--- src/board_pkg.sv ---
// Board subsystem package with bus widths, address map, register indices and types.
package board_pkg;

    // Bus widths.
    localparam int WORD_BITS      = 32;
    localparam int WADDR_BITS     = 18;
    localparam int SRAM_ADDR_BITS = 19;

    // Word address bit that selects the peripheral region.
    localparam int PERI_SEL_BIT = WADDR_BITS - 1;

    typedef logic [WORD_BITS-1:0]      word_t;
    typedef logic [WORD_BITS/8-1:0]    mask_t;
    typedef logic [WADDR_BITS-1:0]     waddr_t;
    typedef logic [SRAM_ADDR_BITS-1:0] sram_addr_t;
    typedef logic [7:0]                sram_byte_t;

    // External SRAM size in bytes, as reported by the size register.
    localparam word_t SRAM_SIZE = word_t'(1) << SRAM_ADDR_BITS;

    // Peripheral register indices, from word address bits 1:0.
    localparam logic [1:0] REG_SIZE     = 2'd0;
    localparam logic [1:0] REG_GPIO_OUT = 2'd1;
    localparam logic [1:0] REG_GPIO_IN  = 2'd2;
    localparam logic [1:0] REG_PWR      = 2'd3;

    // Read data seen by the master while the system is shut down.
    localparam word_t BUS_IDLE_DATA = '1;

    // SRAM controller states.
    typedef enum logic [1:0] {
        IDLE,
        SETUP,
        STROBE,
        DONE
    } sram_state_t;

endpackage

--- src/mem_bus_if.sv ---
// Word-wide memory bus with request strobes, byte mask and ready handshake.
`timescale 1ns/1ns

interface mem_bus_if;
    import board_pkg::*;

    // Request, held by the master until ready.
    logic   re;
    logic   we;
    waddr_t addr;
    word_t  wdata;
    mask_t  wmask;

    // Response, rdata valid while ready is high.
    logic   ready;
    word_t  rdata;

    modport master (
        output re, we, addr, wdata, wmask,
        input  ready, rdata
    );

    modport slave (
        input  re, we, addr, wdata, wmask,
        output ready, rdata
    );

endinterface

--- src/sram_ctrl.sv ---
// SRAM controller that sequences each bus word as byte cycles on an 8-bit async SRAM.
`timescale 1ns/1ns

module sram_ctrl (
    input  logic clk,
    input  logic rst,
    mem_bus_if.slave bus,
    output logic sram_re,
    output logic sram_we,
    output board_pkg::sram_addr_t sram_addr,
    output board_pkg::sram_byte_t sram_wdata,
    input  board_pkg::sram_byte_t sram_rdata
);
    import board_pkg::*;

    sram_state_t state;

    // Lanes still to be transferred for the current access.
    logic [3:0] pending;
    logic [3:0] pending_next;
    logic [3:0] req_lanes;
    logic [1:0] cur_lane;
    word_t      rdata_q;

    // Reads always fetch the whole word, writes only the enabled bytes.
    assign req_lanes = bus.re ? 4'hf : bus.wmask;

    // Lowest lane still pending.
    always_comb begin
        cur_lane = 2'd0;
        for (int i = 3; i >= 0; i--) begin
            if (pending[i]) begin
                cur_lane = i[1:0];
            end
        end
    end

    assign pending_next = pending & ~(4'b0001 << cur_lane);

    // Word address times four plus lane, wrapping inside the SRAM.
    assign sram_addr  = {bus.addr[SRAM_ADDR_BITS-3:0], cur_lane};
    assign sram_wdata = bus.wdata[cur_lane*8 +: 8];

    assign sram_re = (state == STROBE) && bus.re;
    assign sram_we = (state == STROBE) && bus.we;

    assign bus.ready = (state == DONE);
    assign bus.rdata = rdata_q;

    always_ff @(posedge clk) begin
        if (rst) begin
            state   <= IDLE;
            pending <= 4'h0;
        end else begin
            case (state)
                IDLE: begin
                    if (bus.re || bus.we) begin
                        pending <= req_lanes;
                        // Empty write mask has nothing to do.
                        state   <= (req_lanes == 4'h0) ? DONE : SETUP;
                    end
                end
                SETUP: begin
                    state <= STROBE;
                end
                STROBE: begin
                    pending <= pending_next;
                    state   <= (pending_next == 4'h0) ? DONE : SETUP;
                end
                DONE: begin
                    state <= IDLE;
                end
                default: begin
                    state <= IDLE;
                end
            endcase
        end
    end

    // Capture the read byte at the end of its strobe.
    always_ff @(posedge clk) begin
        if (state == STROBE && bus.re) begin
            rdata_q[cur_lane*8 +: 8] <= sram_rdata;
        end
    end

endmodule

--- src/flat_wrapper.sv ---
// flat-port wrapper written by rule: the top's interface ports become plain ports
module sram_ctrl_flat import board_pkg::*;
  (clk, rst, sram_re, sram_we, sram_addr, sram_wdata, sram_rdata, bus_re, bus_we, bus_addr, bus_wdata, bus_wmask, bus_ready, bus_rdata);
  mem_bus_if bus_i ();
  input  logic clk;
  input  logic rst;
  output logic sram_re;
  output logic sram_we;
  output board_pkg::sram_addr_t sram_addr;
  output board_pkg::sram_byte_t sram_wdata;
  input  board_pkg::sram_byte_t sram_rdata;
  input wire logic [$bits(bus_i.re)-1:0] bus_re;
  input wire logic [$bits(bus_i.we)-1:0] bus_we;
  input wire logic [$bits(bus_i.addr)-1:0] bus_addr;
  input wire logic [$bits(bus_i.wdata)-1:0] bus_wdata;
  input wire logic [$bits(bus_i.wmask)-1:0] bus_wmask;
  output wire logic [$bits(bus_i.ready)-1:0] bus_ready;
  output wire logic [$bits(bus_i.rdata)-1:0] bus_rdata;
  assign bus_i.re = bus_re;
  assign bus_i.we = bus_we;
  assign bus_i.addr = bus_addr;
  assign bus_i.wdata = bus_wdata;
  assign bus_i.wmask = bus_wmask;
  assign bus_ready = bus_i.ready;
  assign bus_rdata = bus_i.rdata;
  sram_ctrl u_core (.clk(clk), .rst(rst), .bus(bus_i), .sram_re(sram_re), .sram_we(sram_we), .sram_addr(sram_addr), .sram_wdata(sram_wdata), .sram_rdata(sram_rdata));
endmodule
--- config.mk ---
export PLATFORM = sky130hd
export DESIGN_NAME = sram_ctrl_flat
export DESIGN_NICKNAME = d
export VERILOG_FILES = /design/src/board_pkg.sv /design/src/mem_bus_if.sv /design/src/sram_ctrl.sv /design/src/flat_wrapper.sv
export SDC_FILE = /design/constraint.sdc
export NUM_CORES = 1
export LEC_CHECK = 0
export BUFFER_PORTS_ARGS = -buffer_cell sky130_fd_sc_hd__buf_2
export CAP_MARGIN = 15
export CORE_MARGIN = 3
export CORE_UTILIZATION = 43
export DETAILED_ROUTE_END_ITERATION = 7
export GPL_TIMING_DRIVEN = 0
export PLACE_DENSITY = 0.87
export SETUP_SLACK_MARGIN = 0.4
export SYNTH_ARGS = -nofsm -noshare
export SYNTH_HDL_FRONTEND = slang
export SYNTH_SLANG_ARGS = --single-unit
export TNS_END_PERCENT = 1
--- constraint.sdc ---
create_clock -name clk -period 2.7 [get_ports clk]
set_clock_uncertainty 0.15 [all_clocks]
set_input_delay 0.54 -clock clk [delete_from_list [all_inputs] [get_ports clk]]
set_output_delay 0.54 -clock clk [all_outputs]
set_load 0.05 [all_outputs]
==> out/metrics.cfg <==
[run_status]
status=finished, final reports clean

[clock_tree]
cts_tree=built
cts_root_buf=clkbuf_8
clock_path_buffers=2
htreeDepth=2
numCtsBuffers=5
clkSlewWorstSetupHoldPaths_ns=0.07
worstSkewPairLatency_ns=0.28
clock_sinks=38
ctsHoldBuffers=0

[floorplan]
core_area_mm2=0.00453
start_util=0.465
die_y_um=76.0
io_pins=128
die_area_mm2=0.00578
chipWidth_um=76.0
rows=24

[logic_synthesis]
synth_common_cells=35 x and2_1, 32 x edfxtp_1, 21 x nand2_1
synthFlopType=edfxtp_1
async_flop_share=0
synth_cells=201
synth_area_leader_cell=edfxtp_1
ys_seq_area_frac=0.513
yosysMostFrequentCell=and2_1
synth_edf_count=32
synth_nets=275
synth.top_cell.area_share=0.456
syn_area_per_cell_um2=10.5
synth_cell_types=32
synthTopCellsByArea=edfxtp_1 46%, and2_1 10%, buf_4 6.4%
synth_warnings=0
synthesis.area_mm2=0.00211
ys_ff_latch=38

[pwr]
p_total_mw=2.00
swShare=0.345
ir_drop_uv=345
internal_power_mw=1.31
powerDensity_mw_per_mm2=628
pwr-share-comb=0.380
switching_power_mw=0.689
clkPwrFrac=0.280
seq_power_share=0.340
leakagePower_nw=1.34

[global_routing]
grt_max_degree=14
grt_pass1_wl_um=8600
grt_pass1_vias=1873
antenna_found_initial=0
grt_overflow=0
track_usage=0.181

[timing]
relSlewSlack=0.713
period_minus_slack_ns=2.31
max_freq_mhz=432
setup-violations-final=0
setup_tns_ns=0
post-route-period-util=0.857
worst_pin_slew_ns=0.428
holdWs_ns=0.338
report.final.slew_viol_count=0
rsz0062_at_grt=yes
fin_ws_ns=0.386
hold_violations=0

[finish]
drive_above_1_share=0.544
fin_area_mm2=0.00318
area_delta_synth_final_pct=51.0
stdcell_count=392
final_util=0.702
finalNetCount=400
n_antenna_cell=0

[route]
wire_per_inst_um=15.4
wl_met2_um=3030
vias=1965
first_pass_iters=4
drtIter0Drc=72
m1WireLength_um=2300
ant_nets=0
drt_wl_total_um=6030
avgViaCountPerCell=5.01
route.detailed.drc=0
wl_met3_um=599
maxUsedRoutingLayer=met4

[setup_path]
critPathCaptureType=output pin
worstPathArrival_ns=1.62
cp.depth=5
worst-r2r-cell-count=7
crit_buf_inv=1
cp.required_ns=2.01
startpoint_type=flip-flop
setup.worst_path.class=flip-flop to output pin
path_delay_family=simple AND/OR/NAND/NOR gates
path_cells=nand2b_2, or3_1, a21oi_2, a31oi_4, buf_6
critPathMaxFanout=6
cp_slowest_cell=dfxtp_4
slowest_delay_ns=0.37

[hold_path]
hold_class=input port to flip-flop
whs_path_depth=2

[placement]
dp_cells=375
dp_slack_ns=0.154
dp_hpwl_um=4040
place_congestion=0.807
io_buffers=109
postPlaceCellArea_mm2=0.00279

[flow_run]
maxCapViolations=0

==> area by class of cell <==
type,count,area (um2)
repair inverters,1,5.00
clock inverters,3,63.8
plain buffers,25,188
flip-flops and latches,38,1090
multi-input cells,136,1020
fillers,326,1350
clock buffers,5,68.8
repair buffers,115,644
well taps,65,81.3
inverters,4,20.0
==> worst reg2reg max path: stages, from the launching register on <==
cell,delay (ns)
dfxtp_1,0.32
buf_6,0.14
nor2_4,0.12
o21ai_4,0.14
buf_4,0.17
ha_1,0.38
nor3b_2,0.43
and2_1,0.20
==> layer usage <==
metal  GRT usage  vias up
met1       0.204      891
li1            -      933
met4      0.0507        0
met5           0        -
met2       0.332      128
met3      0.0520       13
==> kinds of logic after synthesis <==
group                      after synthesis  share of synthesized area
and+or+nand+nor                         99                      0.274
DFF                                     38                      0.513
AOI/OAI and AO/OA                       27                     0.0778
adders and majority gates                8                     0.0475
buffers and inverters                   29                     0.0884
==> power by group through the flow <==
stage               Clock [mW]  Sequential [mW]  Combinational (mW)
floorplan                    0            0.711               0.441
global placement             0            0.686               0.604
detailed placement           0            0.686               0.618
CTS                      0.564            0.677               0.691
global route             0.580            0.681               0.806
finish                   0.560            0.679               0.760
==> what timing repair did <==
action,4_1_cts,5_1_grt
endpoints found under the setup margin,37,18
setup buffers,5,1
gates cloned,1,2
hold endpoints to repair,0,0
resized for setup,24,27
pin swaps,2,6
==> layout by cell type (no fill, tap or decap), drive strengths merged <==
master	Yosys	final
buf	21	137
dfxtp	6	6
clkbuf	4	8
edfxtp	32	32
and3	5	5
ha	8	8
nor3	3	3
nand3b	1	1
a311oi	1	1
bufinv	0	2
a21oi	13	13
nor4	3	3
a31oi	8	8
or2	1	1
and2	35	35
nor3b	1	1
nor2b	2	2
or3	9	9
clkinv	1	3
nand2b	11	12
o21ai	3	4
nor2	7	7
nand2	21	21
inv	3	3
o311ai	2	2
==> final timing paths <==
path	start	endpoint	slack, ns
setup / recovery	u_core.pending[2]	sram_wdata[5]	0.39
hold / removal	rst	u_core.pending[3]	0.34
setup reg to reg	u_core.pending[1]	u_core.bus.rdata[26]	0.53
hold reg to reg	u_core.pending[2]	u_core.pending[2]	0.38
==> sequential cells by signal, indices dropped and copies added (netlist names) <==
| name | flops |
|---|---|
| u_core.pending | 4 |
| u_core.bus.rdata | 32 |
| u_core.state | 2 |
Note: power is estimated with default switching activity, not from simulation.
