## src/board_pkg.sv

```systemverilog
// Board subsystem package with bus widths, address map, register indices and types.
package board_pkg;

    // Bus widths.
    localparam int WORD_BITS      = 32;
    localparam int WADDR_BITS     = 18;
    localparam int SRAM_ADDR_BITS = 19;

    // Word address bit that selects the peripheral region.
    localparam int PERI_SEL_BIT = WADDR_BITS - 1;

    typedef logic [WORD_BITS-1:0]      word_t;
    typedef logic [WORD_BITS/8-1:0]    mask_t;
    typedef logic [WADDR_BITS-1:0]     waddr_t;
    typedef logic [SRAM_ADDR_BITS-1:0] sram_addr_t;
    typedef logic [7:0]                sram_byte_t;

    // External SRAM size in bytes, as reported by the size register.
    localparam word_t SRAM_SIZE = word_t'(1) << SRAM_ADDR_BITS;

    // Peripheral register indices, from word address bits 1:0.
    localparam logic [1:0] REG_SIZE     = 2'd0;
    localparam logic [1:0] REG_GPIO_OUT = 2'd1;
    localparam logic [1:0] REG_GPIO_IN  = 2'd2;
    localparam logic [1:0] REG_PWR      = 2'd3;

    // Read data seen by the master while the system is shut down.
    localparam word_t BUS_IDLE_DATA = '1;

    // SRAM controller states.
    typedef enum logic [1:0] {
        IDLE,
        SETUP,
        STROBE,
        DONE
    } sram_state_t;

endpackage

```

## src/mem_bus_if.sv

```systemverilog
// Word-wide memory bus with request strobes, byte mask and ready handshake.
`timescale 1ns/1ns

interface mem_bus_if;
    import board_pkg::*;

    // Request, held by the master until ready.
    logic   re;
    logic   we;
    waddr_t addr;
    word_t  wdata;
    mask_t  wmask;

    // Response, rdata valid while ready is high.
    logic   ready;
    word_t  rdata;

    modport master (
        output re, we, addr, wdata, wmask,
        input  ready, rdata
    );

    modport slave (
        input  re, we, addr, wdata, wmask,
        output ready, rdata
    );

endinterface

```

## src/bus_router.sv

```systemverilog
// Bus router that splits host accesses between SRAM and peripherals and blocks them on halt.
`timescale 1ns/1ns

module bus_router (
    input  logic clk,
    input  logic rst,
    mem_bus_if.slave  host,
    mem_bus_if.master sram_bus,
    mem_bus_if.master peri_bus,
    input  logic halted
);
    import board_pkg::*;

    logic req;
    logic sel_peri;
    logic sram_busy;
    logic block;

    assign req      = host.re || host.we;
    assign sel_peri = host.addr[PERI_SEL_BIT];

    // An SRAM access in flight runs to completion before a halt takes over.
    assign block = halted && !sram_busy;

    assign sram_bus.re    = host.re && !block && !sel_peri;
    assign sram_bus.we    = host.we && !block && !sel_peri;
    assign sram_bus.addr  = host.addr;
    assign sram_bus.wdata = host.wdata;
    assign sram_bus.wmask = host.wmask;

    assign peri_bus.re    = host.re && !block && sel_peri;
    assign peri_bus.we    = host.we && !block && sel_peri;
    assign peri_bus.addr  = host.addr;
    assign peri_bus.wdata = host.wdata;
    assign peri_bus.wmask = host.wmask;

    always_comb begin
        if (block) begin
            host.ready = req;
            host.rdata = BUS_IDLE_DATA;
        end else if (sel_peri) begin
            host.ready = peri_bus.ready;
            host.rdata = peri_bus.rdata;
        end else begin
            host.ready = sram_bus.ready;
            host.rdata = sram_bus.rdata;
        end
    end

    always_ff @(posedge clk) begin
        if (rst) begin
            sram_busy <= 1'b0;
        end else if (sram_bus.ready) begin
            sram_busy <= 1'b0;
        end else if (sram_bus.re || sram_bus.we) begin
            sram_busy <= 1'b1;
        end
    end

endmodule

```

## src/flat_wrapper.sv

```systemverilog
// flat-port wrapper written by rule: the top's interface ports become plain ports
module bus_router_flat import board_pkg::*;
  (clk, rst, halted, host_re, host_we, host_addr, host_wdata, host_wmask, host_ready, host_rdata, sram_bus_re, sram_bus_we, sram_bus_addr, sram_bus_wdata, sram_bus_wmask, sram_bus_ready, sram_bus_rdata, peri_bus_re, peri_bus_we, peri_bus_addr, peri_bus_wdata, peri_bus_wmask, peri_bus_ready, peri_bus_rdata);
  mem_bus_if host_i ();
  mem_bus_if sram_bus_i ();
  mem_bus_if peri_bus_i ();
  input  logic clk;
  input  logic rst;
  input  logic halted;
  input wire logic [$bits(host_i.re)-1:0] host_re;
  input wire logic [$bits(host_i.we)-1:0] host_we;
  input wire logic [$bits(host_i.addr)-1:0] host_addr;
  input wire logic [$bits(host_i.wdata)-1:0] host_wdata;
  input wire logic [$bits(host_i.wmask)-1:0] host_wmask;
  output wire logic [$bits(host_i.ready)-1:0] host_ready;
  output wire logic [$bits(host_i.rdata)-1:0] host_rdata;
  output wire logic [$bits(sram_bus_i.re)-1:0] sram_bus_re;
  output wire logic [$bits(sram_bus_i.we)-1:0] sram_bus_we;
  output wire logic [$bits(sram_bus_i.addr)-1:0] sram_bus_addr;
  output wire logic [$bits(sram_bus_i.wdata)-1:0] sram_bus_wdata;
  output wire logic [$bits(sram_bus_i.wmask)-1:0] sram_bus_wmask;
  input wire logic [$bits(sram_bus_i.ready)-1:0] sram_bus_ready;
  input wire logic [$bits(sram_bus_i.rdata)-1:0] sram_bus_rdata;
  output wire logic [$bits(peri_bus_i.re)-1:0] peri_bus_re;
  output wire logic [$bits(peri_bus_i.we)-1:0] peri_bus_we;
  output wire logic [$bits(peri_bus_i.addr)-1:0] peri_bus_addr;
  output wire logic [$bits(peri_bus_i.wdata)-1:0] peri_bus_wdata;
  output wire logic [$bits(peri_bus_i.wmask)-1:0] peri_bus_wmask;
  input wire logic [$bits(peri_bus_i.ready)-1:0] peri_bus_ready;
  input wire logic [$bits(peri_bus_i.rdata)-1:0] peri_bus_rdata;
  assign host_i.re = host_re;
  assign host_i.we = host_we;
  assign host_i.addr = host_addr;
  assign host_i.wdata = host_wdata;
  assign host_i.wmask = host_wmask;
  assign host_ready = host_i.ready;
  assign host_rdata = host_i.rdata;
  assign sram_bus_re = sram_bus_i.re;
  assign sram_bus_we = sram_bus_i.we;
  assign sram_bus_addr = sram_bus_i.addr;
  assign sram_bus_wdata = sram_bus_i.wdata;
  assign sram_bus_wmask = sram_bus_i.wmask;
  assign sram_bus_i.ready = sram_bus_ready;
  assign sram_bus_i.rdata = sram_bus_rdata;
  assign peri_bus_re = peri_bus_i.re;
  assign peri_bus_we = peri_bus_i.we;
  assign peri_bus_addr = peri_bus_i.addr;
  assign peri_bus_wdata = peri_bus_i.wdata;
  assign peri_bus_wmask = peri_bus_i.wmask;
  assign peri_bus_i.ready = peri_bus_ready;
  assign peri_bus_i.rdata = peri_bus_rdata;
  bus_router u_core (.clk(clk), .rst(rst), .host(host_i), .sram_bus(sram_bus_i), .peri_bus(peri_bus_i), .halted(halted));
endmodule
```

## config.mk

```make
export PLATFORM = sky130hd
export DESIGN_NAME = bus_router_flat
export DESIGN_NICKNAME = d
export VERILOG_FILES = /design/src/board_pkg.sv /design/src/mem_bus_if.sv /design/src/bus_router.sv /design/src/flat_wrapper.sv
export SDC_FILE = /design/constraint.sdc
export NUM_CORES = 1
export LEC_CHECK = 0
export ABC_AREA = 1
export BUFFER_PORTS_ARGS = -buffer_cell sky130_fd_sc_hd__buf_4
export CAP_MARGIN = 20
export CORE_AREA = 4 4 101 103
export DETAILED_ROUTE_END_ITERATION = 16
export DIE_AREA = 0 0 105 107
export SLEW_MARGIN = 20
export SYNTH_ARGS = -nofsm -noshare
export SYNTH_HDL_FRONTEND = slang
export SYNTH_SLANG_ARGS = --single-unit
```

## constraint.sdc

```tcl
create_clock -name clk -period 1.1 [get_ports clk]
set_input_delay 0.055 -clock clk [delete_from_list [all_inputs] [get_ports clk]]
set_output_delay 0.055 -clock clk [all_outputs]
set_load 0.02 [all_outputs]
```

==> results.md <==
- Post-Route Setup TNS: 0 ps
- Fraction of final layout cells sized beyond drive strength 1: 0.5391
- Synth area leaders: sky130_fd_sc_hd__buf_4 (58%), sky130_fd_sc_hd__nand2_1 (17%), sky130_fd_sc_hd__nand3_1 (11%), sky130_fd_sc_hd__buf_6 (4.0%), sky130_fd_sc_hd__nor3_4 (2.3%)
- Final critical delay including setup and external delays: 989.1 ps
- Width of the chip: 105 um
- Worst reg2reg path startpoint: u_core.sram_busy
- Leftover overflow at the end of global routing: 0
- Hold-fix buffers at CTS: 0
- Flip-flop count of the largest register after layout: 1
- Post-synthesis compound-gate area fraction: 0.01583
- Xor-xnor portion of the synthesized cell area: 0
- Transition at the pin with the smallest max-transition slack: 228.4 ps
- Arr. time, crit path: 930 ps
- I/O pins: 270
- First-pass GRT wire length: 7.058 mm
- Largest voltage drop on the vdd net: 0.2504 mV
- Max Slew Vio Count: 0
- Core area: 9196 um2
- Die outline height: 107 um
- Effective utilization at floorplan: 0.1547
- Post-synthesis sequential area ratio: 0.01407
- Kind of cell adding the most delay to the critical path: buffers and inverters
- Worst min path class: in2out
- Post-Route M1 WL: approximately 1.5 mm
- Final routed wire length divided by cell count: between 10 and 15 um
- Buffers added on ports: between 100 and 150
- Cell-by-cell trace of the critical path: inv_2 > nand2_2 > buf_12 > nand3_1 > buf_4
- Hold violation count in the final report: 0
- Routed Wire Length: approximately 4.7 mm
- Number of iterations in the first detailed-routing pass: 4
- Core Rows: 35
- Registers with the highest flip-flop counts: u_core.sram_busy: 1 flops
- Unrepaired setup endpoints after global routing: no
- Area of the die: 11240 um2
- Number of buffers added for setup after CTS: 0
- Leakage power: slightly above 0.8 nW
- Start point of the critical path: u_core.sram_busy
- Final Wtd Congestion: 0.8377
- Synthesized cell area: 1423 um2
- Fraction of the cycle the final worst path needs: 0.8992
- Register containing the most flip-flops in the final layout: u_core.sram_busy
- Antenna cell count: 0
- Worst-case clock skew: 0 ps
- Synth cell types: 15
- Critical path's largest stage delay: 300 ps
- Final antenna-violating net count: 0
- Antenna violations before repair: 0
- CP bufs+invs: 3
- Via count of the first global-routing pass: 1404
- Number of instances in the synthesized netlist: 232
- Relative slew slack: 0.8477
- Overall power of the completed layout: a little under 0.8 mW
- DR WL met2: 2.447 mm
- Total nets after synthesis: 357
- Post-route DRC: 0
- Highest metal layer with signal wires: met4
- Area delta synth->final: 10.99%
- Avg Synthesized Cell Area: 6.132 um2
- Simple-gate area share of the yosys netlist: 0.3263
- Worst min-delay path startpoint: host_wdata[2]
- Worst setup timing slack at the placement stage: about 90 ps
- Setup violators final: 0
- Clock edge transition at the registers on the reported setup and hold paths: 0 ps
- Maximum fanout along the worst path: 21
- Fin nets: between 300 and 400
- Tot GR Track Use: 0.07693
- Max Clock Freq: 1011 MHz
- Adder and majority cell fraction of the synthesized area: 0
- Power Dens Cells: 499.7 nW/um2
- Result of the run: complete, no violations
- Clock latency reported for the late side of the worst-skew pair: 0 ps
- Type of the worst setup path: reg2out
- Number of max-capacitance violations reported: 0
- Detailed-route vias per instance: 3.733
- Total length of routed met3 wires: 538 um
- Main combinational cell family by area after synthesis: buffers and inverters
- Worst Setup End Kind: output port
- Multiplexer share of the synthesized area: 0
- Slowest-stage cell, CP: sky130_fd_sc_hd__dfxtp_1
- Top cell type by total area after synthesis: sky130_fd_sc_hd__buf_4
- Detailed-placement wirelength estimate: 4.264 mm
- Number of violations reported at the end of detailed-routing iteration 0: 16
- Cells resized by post-CTS repair: 0
- Vias post-DR: 1273
- Maximum number of pins on one net before global-route repair: 24
- Fraction of post-synthesis cell area in the top cell type by area: 0.5752
- Total of warnings raised by yosys: 0
- Number of synthesized register bits: 1
- Post-layout worst setup margin: roughly 110 ps
- Critical path startpoint category: register
- Worst hold slack: 110.0 ps
- CP required: between 1000 and 1500 ps
==> metrics by stage <==
stage	util	cells	area [um2]
2_1_floorplan	-	232	1423
3_3_place_gp	0.1713	341	1575
3_5_place_dp	0.1713	341	1575
4_1_cts	0.1713	341	1575
5_1_grt	0.1717	341	1579
6_report	0.1717	341	1579
==> cells in the mapped netlist <==
master and number:
sky130_fd_sc_hd__inv_2 2, sky130_fd_sc_hd__buf_2 4, sky130_fd_sc_hd__a21oi_1 3, sky130_fd_sc_hd__nand3_1 32, sky130_fd_sc_hd__inv_1 2, sky130_fd_sc_hd__nor3_1 3, sky130_fd_sc_hd__nand2_2 1, sky130_fd_sc_hd__buf_4 109
sky130_fd_sc_hd__o211ai_1 1, sky130_fd_sc_hd__dfxtp_1 1, sky130_fd_sc_hd__nand2_1 65, sky130_fd_sc_hd__buf_6 5, sky130_fd_sc_hd__inv_4 1, sky130_fd_sc_hd__nor3_4 2, sky130_fd_sc_hd__or2_2 1
==> cells by family (layout without fill, tap and decap cells) <==
kind of cell	after synthesis	count (layout)
buffers and inverters	123	121
DFF	1	1
AOI/OAI and AO/OA	4	4
and+or+nand+nor	104	104
==> worst paths after layout <==
check / to / slack (ps) / cells past startpoint
worst max-delay path: host_rdata[11] / 110 / 5
worst min-delay path: peri_bus_wdata[2] / 110 / 0
worst max register to register: u_core.sram_busy / 330 / 4
worst min register to register: u_core.sram_busy / 450 / 2
==> cell usage in the layout (no fill, tap or decap) <==
cell type,instances
sky130_fd_sc_hd__inv_4,1
sky130_fd_sc_hd__buf_4,113
sky130_fd_sc_hd__a21oi_1,2
sky130_fd_sc_hd__inv_2,2
sky130_fd_sc_hd__a21oi_2,1
sky130_fd_sc_hd__nand2_2,1
sky130_fd_sc_hd__nand2_1,65
sky130_fd_sc_hd__buf_12,3
sky130_fd_sc_hd__dfxtp_1,1
sky130_fd_sc_hd__nand3_1,32
sky130_fd_sc_hd__nor3_1,3
sky130_fd_sc_hd__o211ai_1,1
sky130_fd_sc_hd__inv_1,2
sky130_fd_sc_hd__nor3_4,2
sky130_fd_sc_hd__or2_2,1
==> power by group <==
| group | switching, mW | internal [mW] | total [mW] | leakage [nW] |
|---|---|---|---|---|
| logic | 0.370 | 0.380 | 0.750 | 0.819 |
| registers | 0.000509 | 0.0383 | 0.0388 | 0.00814 |
| clock network | 0 | 0 | 0 | 0 |
==> layout make-up <==
type | count | area (um2)
fill | 1066 | 7617
inverter | 5 | 21.27
multi-input combinational | 108 | 490.5
sequential | 1 | 20.02
tap | 111 | 138.9
timing repair buffer | 116 | 908.4
==> metal layers <==
layer | vias to the layer above | global-route usage
li1 | 612 | -
met1 | 532 | 0.07112
met2 | 95 | 0.1494
met3 | 34 | 0.02228
met4 | 0 | 0.04405
met5 | - | 0
Note: power is estimated with default switching activity, not from simulation.
