`src/board_pkg.sv`:
```
// Board subsystem package with bus widths, address map, register indices and types.
package board_pkg;

    // Bus widths.
    localparam int WORD_BITS      = 32;
    localparam int WADDR_BITS     = 18;
    localparam int SRAM_ADDR_BITS = 19;

    // Word address bit that selects the peripheral region.
    localparam int PERI_SEL_BIT = WADDR_BITS - 1;

    typedef logic [WORD_BITS-1:0]      word_t;
    typedef logic [WORD_BITS/8-1:0]    mask_t;
    typedef logic [WADDR_BITS-1:0]     waddr_t;
    typedef logic [SRAM_ADDR_BITS-1:0] sram_addr_t;
    typedef logic [7:0]                sram_byte_t;

    // External SRAM size in bytes, as reported by the size register.
    localparam word_t SRAM_SIZE = word_t'(1) << SRAM_ADDR_BITS;

    // Peripheral register indices, from word address bits 1:0.
    localparam logic [1:0] REG_SIZE     = 2'd0;
    localparam logic [1:0] REG_GPIO_OUT = 2'd1;
    localparam logic [1:0] REG_GPIO_IN  = 2'd2;
    localparam logic [1:0] REG_PWR      = 2'd3;

    // Read data seen by the master while the system is shut down.
    localparam word_t BUS_IDLE_DATA = '1;

    // SRAM controller states.
    typedef enum logic [1:0] {
        IDLE,
        SETUP,
        STROBE,
        DONE
    } sram_state_t;

endpackage

```
`src/mem_bus_if.sv`:
```
// Word-wide memory bus with request strobes, byte mask and ready handshake.
`timescale 1ns/1ns

interface mem_bus_if;
    import board_pkg::*;

    // Request, held by the master until ready.
    logic   re;
    logic   we;
    waddr_t addr;
    word_t  wdata;
    mask_t  wmask;

    // Response, rdata valid while ready is high.
    logic   ready;
    word_t  rdata;

    modport master (
        output re, we, addr, wdata, wmask,
        input  ready, rdata
    );

    modport slave (
        input  re, we, addr, wdata, wmask,
        output ready, rdata
    );

endinterface

```
`src/periph_regs.sv`:
```
// Peripheral registers for extmem size, GPIO and power control.
`timescale 1ns/1ns

module periph_regs (
    input  logic clk,
    input  logic rst,
    mem_bus_if.slave bus,
    input  logic btn_level,
    output board_pkg::word_t gpio_out,
    output logic shdn_req,
    output logic rst_req
);
    import board_pkg::*;

    logic [1:0] idx;
    logic       wr_gpio;
    logic       wr_pwr;
    word_t      gpio_in;

    assign idx = bus.addr[1:0];

    // Zero wait states.
    assign bus.ready = bus.re || bus.we;

    assign wr_gpio = bus.we && (idx == REG_GPIO_OUT);
    assign wr_pwr  = bus.we && (idx == REG_PWR);

    // Button level shows up in place of output bit 3.
    assign gpio_in = {gpio_out[31:4], btn_level, gpio_out[2:0]};

    always_comb begin
        case (idx)
            REG_SIZE:     bus.rdata = SRAM_SIZE;
            REG_GPIO_OUT: bus.rdata = gpio_out;
            REG_GPIO_IN:  bus.rdata = gpio_in;
            default:      bus.rdata = '0;
        endcase
    end

    // Power requests last only for the write cycle.
    assign shdn_req = wr_pwr && bus.wdata[0];
    assign rst_req  = wr_pwr && bus.wdata[1];

    always_ff @(posedge clk) begin
        if (rst) begin
            gpio_out <= '0;
        end else if (wr_gpio) begin
            for (int b = 0; b < 4; b++) begin
                if (bus.wmask[b]) begin
                    gpio_out[b*8 +: 8] <= bus.wdata[b*8 +: 8];
                end
            end
        end
    end

endmodule

```
`src/flat_wrapper.sv`:
```
// flat-port wrapper written by rule: the top's interface ports become plain ports
module periph_regs_flat import board_pkg::*;
  (clk, rst, btn_level, gpio_out, shdn_req, rst_req, bus_re, bus_we, bus_addr, bus_wdata, bus_wmask, bus_ready, bus_rdata);
  mem_bus_if bus_i ();
  input  logic clk;
  input  logic rst;
  input  logic btn_level;
  output board_pkg::word_t gpio_out;
  output logic shdn_req;
  output logic rst_req;
  input wire logic [$bits(bus_i.re)-1:0] bus_re;
  input wire logic [$bits(bus_i.we)-1:0] bus_we;
  input wire logic [$bits(bus_i.addr)-1:0] bus_addr;
  input wire logic [$bits(bus_i.wdata)-1:0] bus_wdata;
  input wire logic [$bits(bus_i.wmask)-1:0] bus_wmask;
  output wire logic [$bits(bus_i.ready)-1:0] bus_ready;
  output wire logic [$bits(bus_i.rdata)-1:0] bus_rdata;
  assign bus_i.re = bus_re;
  assign bus_i.we = bus_we;
  assign bus_i.addr = bus_addr;
  assign bus_i.wdata = bus_wdata;
  assign bus_i.wmask = bus_wmask;
  assign bus_ready = bus_i.ready;
  assign bus_rdata = bus_i.rdata;
  periph_regs u_core (.clk(clk), .rst(rst), .bus(bus_i), .btn_level(btn_level), .gpio_out(gpio_out), .shdn_req(shdn_req), .rst_req(rst_req));
endmodule
```
`config.mk`:
```
export PLATFORM = sky130hd
export DESIGN_NAME = periph_regs_flat
export DESIGN_NICKNAME = d
export VERILOG_FILES = /design/src/board_pkg.sv /design/src/mem_bus_if.sv /design/src/periph_regs.sv /design/src/flat_wrapper.sv
export SDC_FILE = /design/constraint.sdc
export NUM_CORES = 1
export LEC_CHECK = 0
export ABC_AREA = 1
export BUFFER_PORTS_ARGS = -buffer_cell sky130_fd_sc_hd__buf_2
export CAP_MARGIN = 25
export CORE_UTILIZATION = 38
export DETAILED_ROUTE_END_ITERATION = 10
export PLACE_DENSITY_LB_ADDON = 0.3
export SLEW_MARGIN = 10
export SYNTH_ARGS = -nofsm -noshare
export SYNTH_HDL_FRONTEND = slang
export SYNTH_SLANG_ARGS = --single-unit
```
`constraint.sdc`:
```
create_clock -name clk -period 1.1 [get_ports clk]
set_input_delay 0.11 -clock clk [delete_from_list [all_inputs] [get_ports clk]]
set_output_delay 0.11 -clock clk [all_outputs]
set_load 0.02 [all_outputs]
```
==> impl_metrics.env, run 1 <==
export IMPL_grt_max_degree=33
export IMPL_endpoint_kind="output port"
export IMPL_synth_top_cell_area_share_pct=42.9
export IMPL_worstPathArrival_ns=0.99
export IMPL_ios=126
export IMPL_period_share_pct=99.6
export IMPL_cp_required_ns=0.99
export IMPL_p_leak_nw=1.50
export IMPL_p_clk_share_pct=35.1
export IMPL_clk_latency_ns=0.27
export IMPL_fmax_mhz=913
export IMPL_largest_reg_flops=32
export IMPL_antenna_found_initial=0
export IMPL_tightest_slew_ns=0.182
export IMPL_avgSynthCellArea_um2=5.95
export IMPL_synth_most_common_cell="nor2_1"
export IMPL_final_cell_area_mm2=0.00235
export IMPL_seq_area_frac_synth_pct=42.9
export IMPL_num_antenna_cells=0
export IMPL_setup_tns_ns=0
export IMPL_hold_class="input pin to register"
export IMPL_finalSetupViolCount=0
export IMPL_root_buffer="clkbuf_8"
export IMPL_netlist_instances=251
export IMPL_crit_type="register to output port"
export IMPL_grt_usage_pct=18.9
export IMPL_drv_slew=0
export IMPL_reg_largest_list="u_core.gpio_out (32)"
export IMPL_timing_rr_end="u_core.gpio_out[3]"
export IMPL_hold_end="u_core.gpio_out[16]"
export IMPL_synth_edf_count=0
export IMPL_initialDrtViolationCount=66
export IMPL_final_layout_size_suffix_gt1_share_pct=36.9
export IMPL_regMostFlops="u_core.gpio_out"
export IMPL_switchingPower_uw=688
export IMPL_synthDistinctLibCells=11
export IMPL_ys_ff_latch=32
export IMPL_ys_warn_count=0
export IMPL_grt_overflow_total=0
export IMPL_gp_congestion=0.732
export IMPL_skew_ns=0
export IMPL_swShare_pct=25.9
export IMPL_die_h_um=64.7
export IMPL_syn_area_mm2=0.00149
export IMPL_start_util_pct=40.2
export IMPL_rrSetupSlack_ns=0.39
export IMPL_clk_path_buf_depth=2
export IMPL_syn_to_final_growth_pct=57.4
export IMPL_rr_worst_depth=5
export IMPL_drv_cap=0
export IMPL_core_mm2=0.00372
export IMPL_ant_nets=0
export IMPL_hold_start="bus_wdata[16]"
export IMPL_final_hold_viol_count=0
export IMPL_numCtsBuffers=5
export IMPL_cts_tree="yes"
export IMPL_synth_top_cells_by_count="nor2_1, nand2_1, inv_1"
export IMPL_die_width_um=64.7
export IMPL_power_frac_comb_pct=19.0
export IMPL_seq_power_share_pct=46.0
export IMPL_startpoint_type="register"
export IMPL_vias_per_cell=4.24
export IMPL_die_area_mm2=0.00419
export IMPL_htree_levels=2
export IMPL_vias=1770
export IMPL_p_int_mw=1.97
export IMPL_wire_per_inst_um=9.19
export IMPL_routed_wl_um=3830
export IMPL_peakVddDrop_mv=0.744
export IMPL_rsz0062_at_grt="true"
export IMPL_nets=428
export IMPL_dpl_cell_area_mm2=0.00222
export IMPL_slew_limit_headroom_pct=87.8
export IMPL_synthArstFlopShare_pct=0
export IMPL_cp_max_fo=2
export IMPL_post_route_drc_count=0
export IMPL_io_buffers=109
export IMPL_dr_pass1_iters=4
export IMPL_reg2reg_from="u_core.gpio_out[3]"
export IMPL_status="completed"
export IMPL_grt_pass1_wl_um=6240
export IMPL_power_density_mw_per_mm2=1130
export IMPL_synth_top_flop_cell="dfxtp_1"
export IMPL_min_path_cells=3
export IMPL_clk_pin_slew_worst_paths_ns=0.06
export IMPL_syn_nets=310
export IMPL_cts_sinks=32
export IMPL_netlist_top_cells_area="dfxtp_1, nor2_1, nand2_1"
export IMPL_dp_hpwl_um=2850
export IMPL_grt_pass1_vias=1557
export IMPL_synth_largest_area_cell="dfxtp_1"
export IMPL_fin_crit_ns=1.10
export IMPL_rows=22
## per-stage QoR
step                      setup slack (ns)  utilization [%]  instances  hold WS (ns)  power, mW
after floorplan                     0.0657                -        251         0.245       1.51
after global placement              0.0679             59.6        409         0.331       1.74
after detailed placement            0.0589             59.6        409         0.338       1.74
after CTS                         -0.00645             62.5        417        0.0490       2.69
after global routing               -0.0466             63.3        417        0.0538       2.80
final                              0.00452             63.3        417        0.0577       2.66
## layout make-up
class | count | area (µm²)
flip-flops and latches | 32 | 644
multi-input cells | 172 | 678
fillers | 352 | 1370
inverters | 37 | 139
repair buffers | 121 | 733
well taps | 48 | 60.1
clock buffers | 7 | 96.3
## repair_timing
item / in CTS / in global routing
pin swaps: 1 / 1
gates resized for setup: 3 / 12
setup endpoints to repair: 1 / 11
setup buffers: 1 / 0
hold buffers: 0 / 0
cloned: 0 / 0
## logic make-up (layout without fill, tap and decap cells)
kind of cell           Yosys count  after routing  synth area share (%)
AND/OR/NAND/NOR                170            170                  43.7
buffers and inverters           47            165                  12.4
flip-flops                      32             32                  42.9
AO/OA/AOI/OAI                    2              2                  1.01
## how the worst max path moves through the flow
stage	start	to	slack [ns]
after global routing	u_core.gpio_out[3]	bus_rdata[3]	-0.05
after detailed placement	bus_addr[1]	bus_rdata[30]	0.06
final	u_core.gpio_out[3]	bus_rdata[3]	0.005
after global placement	bus_addr[1]	bus_rdata[30]	0.07
after CTS	u_core.gpio_out[3]	bus_rdata[3]	-0.006
after floorplan	u_core.gpio_out[3]	bus_rdata[3]	0.07
## placed cells by master, fill, tap and decap left out
cell        n
buf_2     100
nor2_1     95
nand2_1    66
inv_1      36
dfxtp_1    29
buf_4      15
clkbuf_8    7
buf_12      6
nand4_1     4
dfxtp_2     3
nand3_1     2
nand2_2     1
a21boi_1    1
nor2_2      1
inv_2       1
o31ai_2     1
or2_2       1
## routing by layer
layer  global-route usage, %  share of wire, %  up-vias
li1                        -                 -      957
met1                    21.9                44      750
met2                    33.7                49       59
met3                    4.40               5.7        4
met4                    6.67               1.0        0
met5                       0                 0        -
## critical path: stages, from the launching register on
cell and delay, ns:
dfxtp_2 0.33, inv_2 0.04, o31ai_2 0.17, buf_4 0.17
## power groups by stage
stage	clock network (mW)	registers [mW]	logic, mW
2_1_floorplan	0	1.30	0.209
3_3_place_gp	0	1.24	0.494
3_5_place_dp	0	1.25	0.498
4_1_cts	0.968	1.22	0.503
5_1_grt	1.01	1.23	0.561
6_report	0.932	1.22	0.504
No activity file was read; power rests on OpenSTA's default activity.
==> inputs of run 2 (changes only) <==
ABC_AREA = default   (was 1)
CORE_UTILIZATION = 41   (was 38)
GPL_TIMING_DRIVEN = 0   (was default)
==> impl_metrics.env, run 2 <==
export IMPL_status="completed"
export IMPL_synthArstFlopShare_pct=0
export IMPL_instances_no_fill=358
export IMPL_post_route_drc_count=0
export IMPL_vias_per_cell=4.61
export IMPL_tightest_slew_ns=0.346
export IMPL_cts_sinks=32
export IMPL_netlist_top_cells_area="dfxtp_1, nand2b_1, mux2i_1"
export IMPL_final_layout_size_suffix_gt1_share_pct=50.6
export IMPL_hold_class="input pin to register"
export IMPL_synth_top_cell_area_share_pct=36.2
export IMPL_peakVddDrop_mv=0.549
export IMPL_crit_family="buffers and inverters"
export IMPL_die_area_mm2=0.00458
export IMPL_grt_pass1_wl_um=6600
export IMPL_synth_top_flop_cell="dfxtp_1"
export IMPL_endpoint_kind="output port"
export IMPL_p_leak_nw=1.32
export IMPL_synth_top_cells_by_count="nand2b_1, dfxtp_1, mux2i_1"
export IMPL_io_buffers=108
export IMPL_power_frac_comb_pct=21.2
export IMPL_root_buffer="clkbuf_8"
export IMPL_startpoint_type="input pin"
export IMPL_worstPathArrival_ns=0.99
export IMPL_layout_common_cells="buf_2, nand2b_1, buf_6, mux2i_1, dfxtp_1"
export IMPL_dr_pass1_iters=3
export IMPL_crit_type="input pin to output port"
export IMPL_grt_usage_pct=19.8
export IMPL_drv_cap=0
export IMPL_p_int_mw=1.91
export IMPL_fin_util_pct=69.0
export IMPL_cp_slowest_cell="xor2_4"
export IMPL_grt_overflow_total=0
export IMPL_ys_warn_count=0
export IMPL_synth_largest_area_cell="dfxtp_1"
export IMPL_clk_pin_slew_worst_paths_ns=0.06
export IMPL_cp_cell_sequence="buf_12, xor2_4, buf_12, buf_8, and2_1, buf_4"
export IMPL_place_inst=346
export IMPL_slowest_delay_ns=0.20
export IMPL_fmax_mhz=913
export IMPL_slew_limit_headroom_pct=76.9
export IMPL_fin_crit_ns=1.10
export IMPL_skew_ns=0
export IMPL_largest_reg_flops=32
export IMPL_synth_most_common_cell="nand2b_1"
export IMPL_reg_largest_list="u_core.gpio_out (32)"
export IMPL_rows=23
export IMPL_antenna_found_initial=0
export IMPL_final_common_cell="buf_2"
export IMPL_crit_path_frequent_cell="buf_12"
export IMPL_core_mm2=0.00409
export IMPL_netlist_instances=188
export IMPL_clk_path_buf_depth=2
export IMPL_period_share_pct=99.6
export IMPL_clk_latency_ns=0.27
export IMPL_vias=1651
export IMPL_num_antenna_cells=0
export IMPL_htree_levels=2
export IMPL_fillerInstances=338
export IMPL_ios=126
export IMPL_switchingPower_uw=683
export IMPL_synth_edf_count=0
export IMPL_numCtsBuffers=5
export IMPL_dp_hpwl_um=3200
export IMPL_cts_tree="yes"
export IMPL_finalSetupViolCount=0
export IMPL_routed_wl_um=4770
export IMPL_swShare_pct=26.3
export IMPL_layout_setup_ws_ns=0.00461
export IMPL_grt_pass1_vias=1389
export IMPL_syn_nets=247
export IMPL_p_clk_share_pct=32.4
export IMPL_die_width_um=67.7
export IMPL_seq_power_share_pct=46.4
export IMPL_rsz0062_at_grt="true"
export IMPL_wire_per_inst_um=13.3
export IMPL_syn_to_final_growth_pct=59.4
export IMPL_avgSynthCellArea_um2=9.42
export IMPL_ant_nets=0
export IMPL_whs_ns=0.0853
export IMPL_start_util_pct=43.3
export IMPL_regMostFlops="u_core.gpio_out"
export IMPL_cp_required_ns=0.99
export IMPL_nets=367
export IMPL_die_h_um=67.7
export IMPL_initialDrtViolationCount=44
export IMPL_gp_congestion=0.676
export IMPL_syn_area_mm2=0.00177
export IMPL_cp_max_fo=8
export IMPL_place_ws_ns=-0.131
export IMPL_grt_max_degree=12
export IMPL_ys_ff_latch=32
export IMPL_drv_slew=0
export IMPL_power_density_mw_per_mm2=919
export IMPL_seq_area_frac_synth_pct=36.2
export IMPL_final_hold_viol_count=0
export IMPL_rrSetupSlack_ns=0.42
export IMPL_synthDistinctLibCells=19
export IMPL_path_buf_inv=4
==> run 2: cell count changes in the layout (fill, tap and decap cells not counted), moves of 4 or more <==
| cell | change |
|---|---|
| mux2i_1 | +32 |
| buf_4 | -10 |
| nand4_1 | -4 |
| inv_1 | -36 |
| buf_2 | -23 |
| nand2_1 | -64 |
| and2_1 | +9 |
| and2_4 | +21 |
| nand2b_1 | +64 |
| buf_6 | +32 |
| nor2_1 | -94 |
| clkbuf_1 | +7 |
==> run 2: per-layer routing <==
layer  share of wire (%)  GRT usage [%]
met5                   0              0
met4                0.27           4.79
met3                 5.7           4.73
met1                  42           24.2
met2                  52           34.5
==> run 2: path summary, 6_finish.rpt <==
check                       end               start  depth (start not counted)
min reg2reg  u_core.gpio_out[3]  u_core.gpio_out[3]                          2
max reg2reg  u_core.gpio_out[9]  u_core.gpio_out[9]                          2
max                bus_rdata[1]         bus_addr[0]                          6
min          u_core.gpio_out[3]        bus_wdata[3]                          3
==> run 2: cell type report <==
| cell class | instances | area, µm² | area share [%] |
|---|---|---|---|
| clock buffers | 6 | 72.6 | 2.57 |
| multi-input cells | 140 | 1090 | 38.5 |
| flip-flops and latches | 32 | 642 | 22.7 |
| well taps | 50 | 62.6 | 2.22 |
| plain buffers | 14 | 110 | 3.90 |
| repair buffers | 115 | 842 | 29.8 |
| clock inverters | 1 | 5.00 | 0.177 |
==> run 2: timing repair <==
action | 4_1_cts | 5_1_grt
cloned | 3 | 0
hold buffers | 0 | 0
endpoints found under the setup margin | 30 | 31
setup buffers | 0 | 5
pin swaps | 2 | 1
resized for setup | 54 | 48
==> run 2: logic make-up after synthesis <==
kind of cell	after synthesis	share of synthesized area, %
buffers and inverters	16	6.01
AND/OR/NAND/NOR	105	38.1
AO/OA/AOI/OAI	2	0.707
multiplexers	32	18.1
flip-flops	32	36.2
XOR/XNOR	1	0.919
==> run 2: stage by stage <==
step           total power [mW]  area (µm²)  TNS (ns)
2_1_floorplan              1.48        1770         0
3_3_place_gp               1.65        2370     -2.87
3_5_place_dp               1.65        2370     -3.20
4_1_cts                    2.56        2630         0
5_1_grt                    2.73        2820    -0.243
6_report                   2.59        2820         0
==> run 2: worst min-delay path, cell delays in order <==
cell,delay [ns]
buf_2,0.09
nand2b_1,0.06
mux2i_1,0.06
==> run 2: power by group through the flow <==
stage	clock [mW]	sequential [mW]	combinational (mW)
after floorplan	0	1.26	0.221
after global placement	0	1.23	0.419
after detailed placement	0	1.23	0.422
after CTS	0.863	1.20	0.496
after global routing	0.928	1.21	0.592
final	0.839	1.20	0.549
==> inputs of run 3 (changes only) <==
CAP_MARGIN = 0   (was 25)
PLACE_DENSITY = 0.8   (was default)
PLACE_DENSITY_LB_ADDON = default   (was 0.3)
==> impl_metrics.env, run 3 (synthesis gave the netlist of run 2 again) <==
export IMPL_violations="setup timing"
export IMPL_ant_nets=0
export IMPL_syn_to_final_growth_pct=60.4
export IMPL_p_int_mw=1.99
export IMPL_num_antenna_cells=0
export IMPL_tightest_slew_ns=0.347
export IMPL_dp_hpwl_um=3190
export IMPL_initialDrtViolationCount=53
export IMPL_die_h_um=67.7
export IMPL_status="finished with violations"
export IMPL_ios=126
export IMPL_clk_pin_slew_worst_paths_ns=0.07
export IMPL_endpoint_kind="output port"
export IMPL_dr_pass1_iters=4
export IMPL_wire_per_inst_um=13.4
export IMPL_layout_common_cells="buf_2, nand2b_1, buf_6, mux2i_1, dfxtp_1"
export IMPL_use_met3_pct=5.41
export IMPL_peakVddDrop_mv=0.532
export IMPL_rsz0062_at_grt="true"
export IMPL_setup_tns_ns=-0.00751
export IMPL_place_ws_ns=-0.130
export IMPL_switchingPower_uw=707
export IMPL_start_util_pct=43.3
export IMPL_cp_required_ns=0.99
export IMPL_vias=1700
export IMPL_slew_limit_headroom_pct=76.9
export IMPL_die_width_um=67.7
export IMPL_numCtsBuffers=5
export IMPL_power_frac_comb_pct=21.0
export IMPL_startpoint_type="input pin"
export IMPL_core_mm2=0.00409
export IMPL_skew_ns=0
export IMPL_crit_type="input pin to output port"
export IMPL_antenna_found_initial=0
export IMPL_io_buffers=108
export IMPL_gp_congestion=0.734
export IMPL_root_buffer="clkbuf_8"
export IMPL_grt_pass1_wl_um=6760
export IMPL_grt_busiest_layer="met2"
export IMPL_drv_slew=0
export IMPL_nets=367
export IMPL_cp_max_fo=5
export IMPL_grt_pass1_vias=1543
export IMPL_finalPower_mw=2.70
export IMPL_worstPathArrival_ns=0.99
export IMPL_final_layout_size_suffix_gt1_share_pct=49.8
export IMPL_grt_overflow_total=0
export IMPL_grt_max_degree=11
export IMPL_seq_power_share_pct=44.6
export IMPL_fin_util_pct=69.5
export IMPL_clk_latency_ns=0.28
export IMPL_vias_per_cell=4.74
export IMPL_rows=23
export IMPL_die_area_mm2=0.00458
export IMPL_fin_crit_ns=1.10
export IMPL_htree_levels=2
export IMPL_largest_reg_flops=32
export IMPL_period_share_pct=100
export IMPL_holdBufCountCts=0
export IMPL_swShare_pct=26.2
export IMPL_cts_sinks=32
export IMPL_final_hold_viol_count=0
export IMPL_grt_util_met2_pct=36.5
export IMPL_finalSetupViolCount=3
export IMPL_routed_wl_um=4810
export IMPL_p_clk_share_pct=34.4
export IMPL_hold_class="input pin to register"
export IMPL_cts_tree="yes"
export IMPL_p_leak_nw=1.34
export IMPL_clk_path_buf_depth=2
export IMPL_reg_largest_list="u_core.gpio_out (32)"
export IMPL_drv_cap=0
export IMPL_final_common_cell="buf_2"
export IMPL_fmax_mhz=907
export IMPL_power_density_mw_per_mm2=949
export IMPL_layout_setup_ws_ns=-0.00307
export IMPL_grt_usage_pct=20.2
export IMPL_post_route_drc_count=0
export IMPL_regMostFlops="u_core.gpio_out"
export IMPL_gr_usage_met1_pct=23.0
## run 3: per-layer routing
metal	up-vias	wire, µm
met5	-	0
met4	0	34
met3	6	267
met2	68	2430
met1	785	2080
li1	841	-
## run 3: final timing paths
| check | slack, ns | cells after the start | from | endpoint |
|---|---|---|---|---|
| hold / removal | 0.08 | 3 | bus_wdata[4] | u_core.gpio_out[4] |
| setup reg to reg | 0.42 | 3 | u_core.gpio_out[3] | u_core.gpio_out[3] |
| hold reg to reg | 0.48 | 2 | u_core.gpio_out[28] | u_core.gpio_out[28] |
| setup / recovery | -0.003 | 6 | bus_addr[1] | bus_rdata[2] |
## run 3: what timing repair did
action	4_1_cts	5_1_grt
cloned	1	2
gates resized for setup	53	44
buffers inserted	2	2
setup endpoints to repair	31	31
hold endpoints to repair	0	0
pin swaps	3	2
## run 3: worst max-delay path, stage by stage
cell and delay [ns]:
buf_12 0.11, xor2_4 0.19, buf_12 0.15, clkbuf_16 0.15, and2_1 0.16, buf_6 0.13
## run 3: metrics by stage
| step | cells | instance area (µm²) | hold WS [ns] |
|---|---|---|---|
| after global placement | 346 | 2370 | 0.372 |
| after global routing | 359 | 2840 | 0.0795 |
| final | 359 | 2840 | 0.0839 |
| after detailed placement | 346 | 2370 | 0.383 |
| after CTS | 357 | 2660 | 0.0738 |
| after floorplan | 188 | 1770 | 0.265 |
## run 3: power by group through the flow
stage | Clock, mW | Sequential, mW | Combinational (mW)
4_1_cts | 0.965 | 1.20 | 0.480
2_1_floorplan | 0 | 1.26 | 0.221
5_1_grt | 1.01 | 1.21 | 0.604
3_5_place_dp | 0 | 1.23 | 0.423
3_3_place_gp | 0 | 1.23 | 0.419
6_report | 0.926 | 1.20 | 0.566
## run 3: final cells by class
| class | count | area [µm²] |
|---|---|---|
| plain buffers | 14 | 114 |
| clock buffers | 6 | 82.6 |
| clock inverters | 2 | 10.0 |
| fillers | 337 | 1250 |
| multi-input cells | 140 | 1080 |
| flip-flops and latches | 32 | 642 |
| well taps | 50 | 62.6 |
| repair buffers | 115 | 852 |
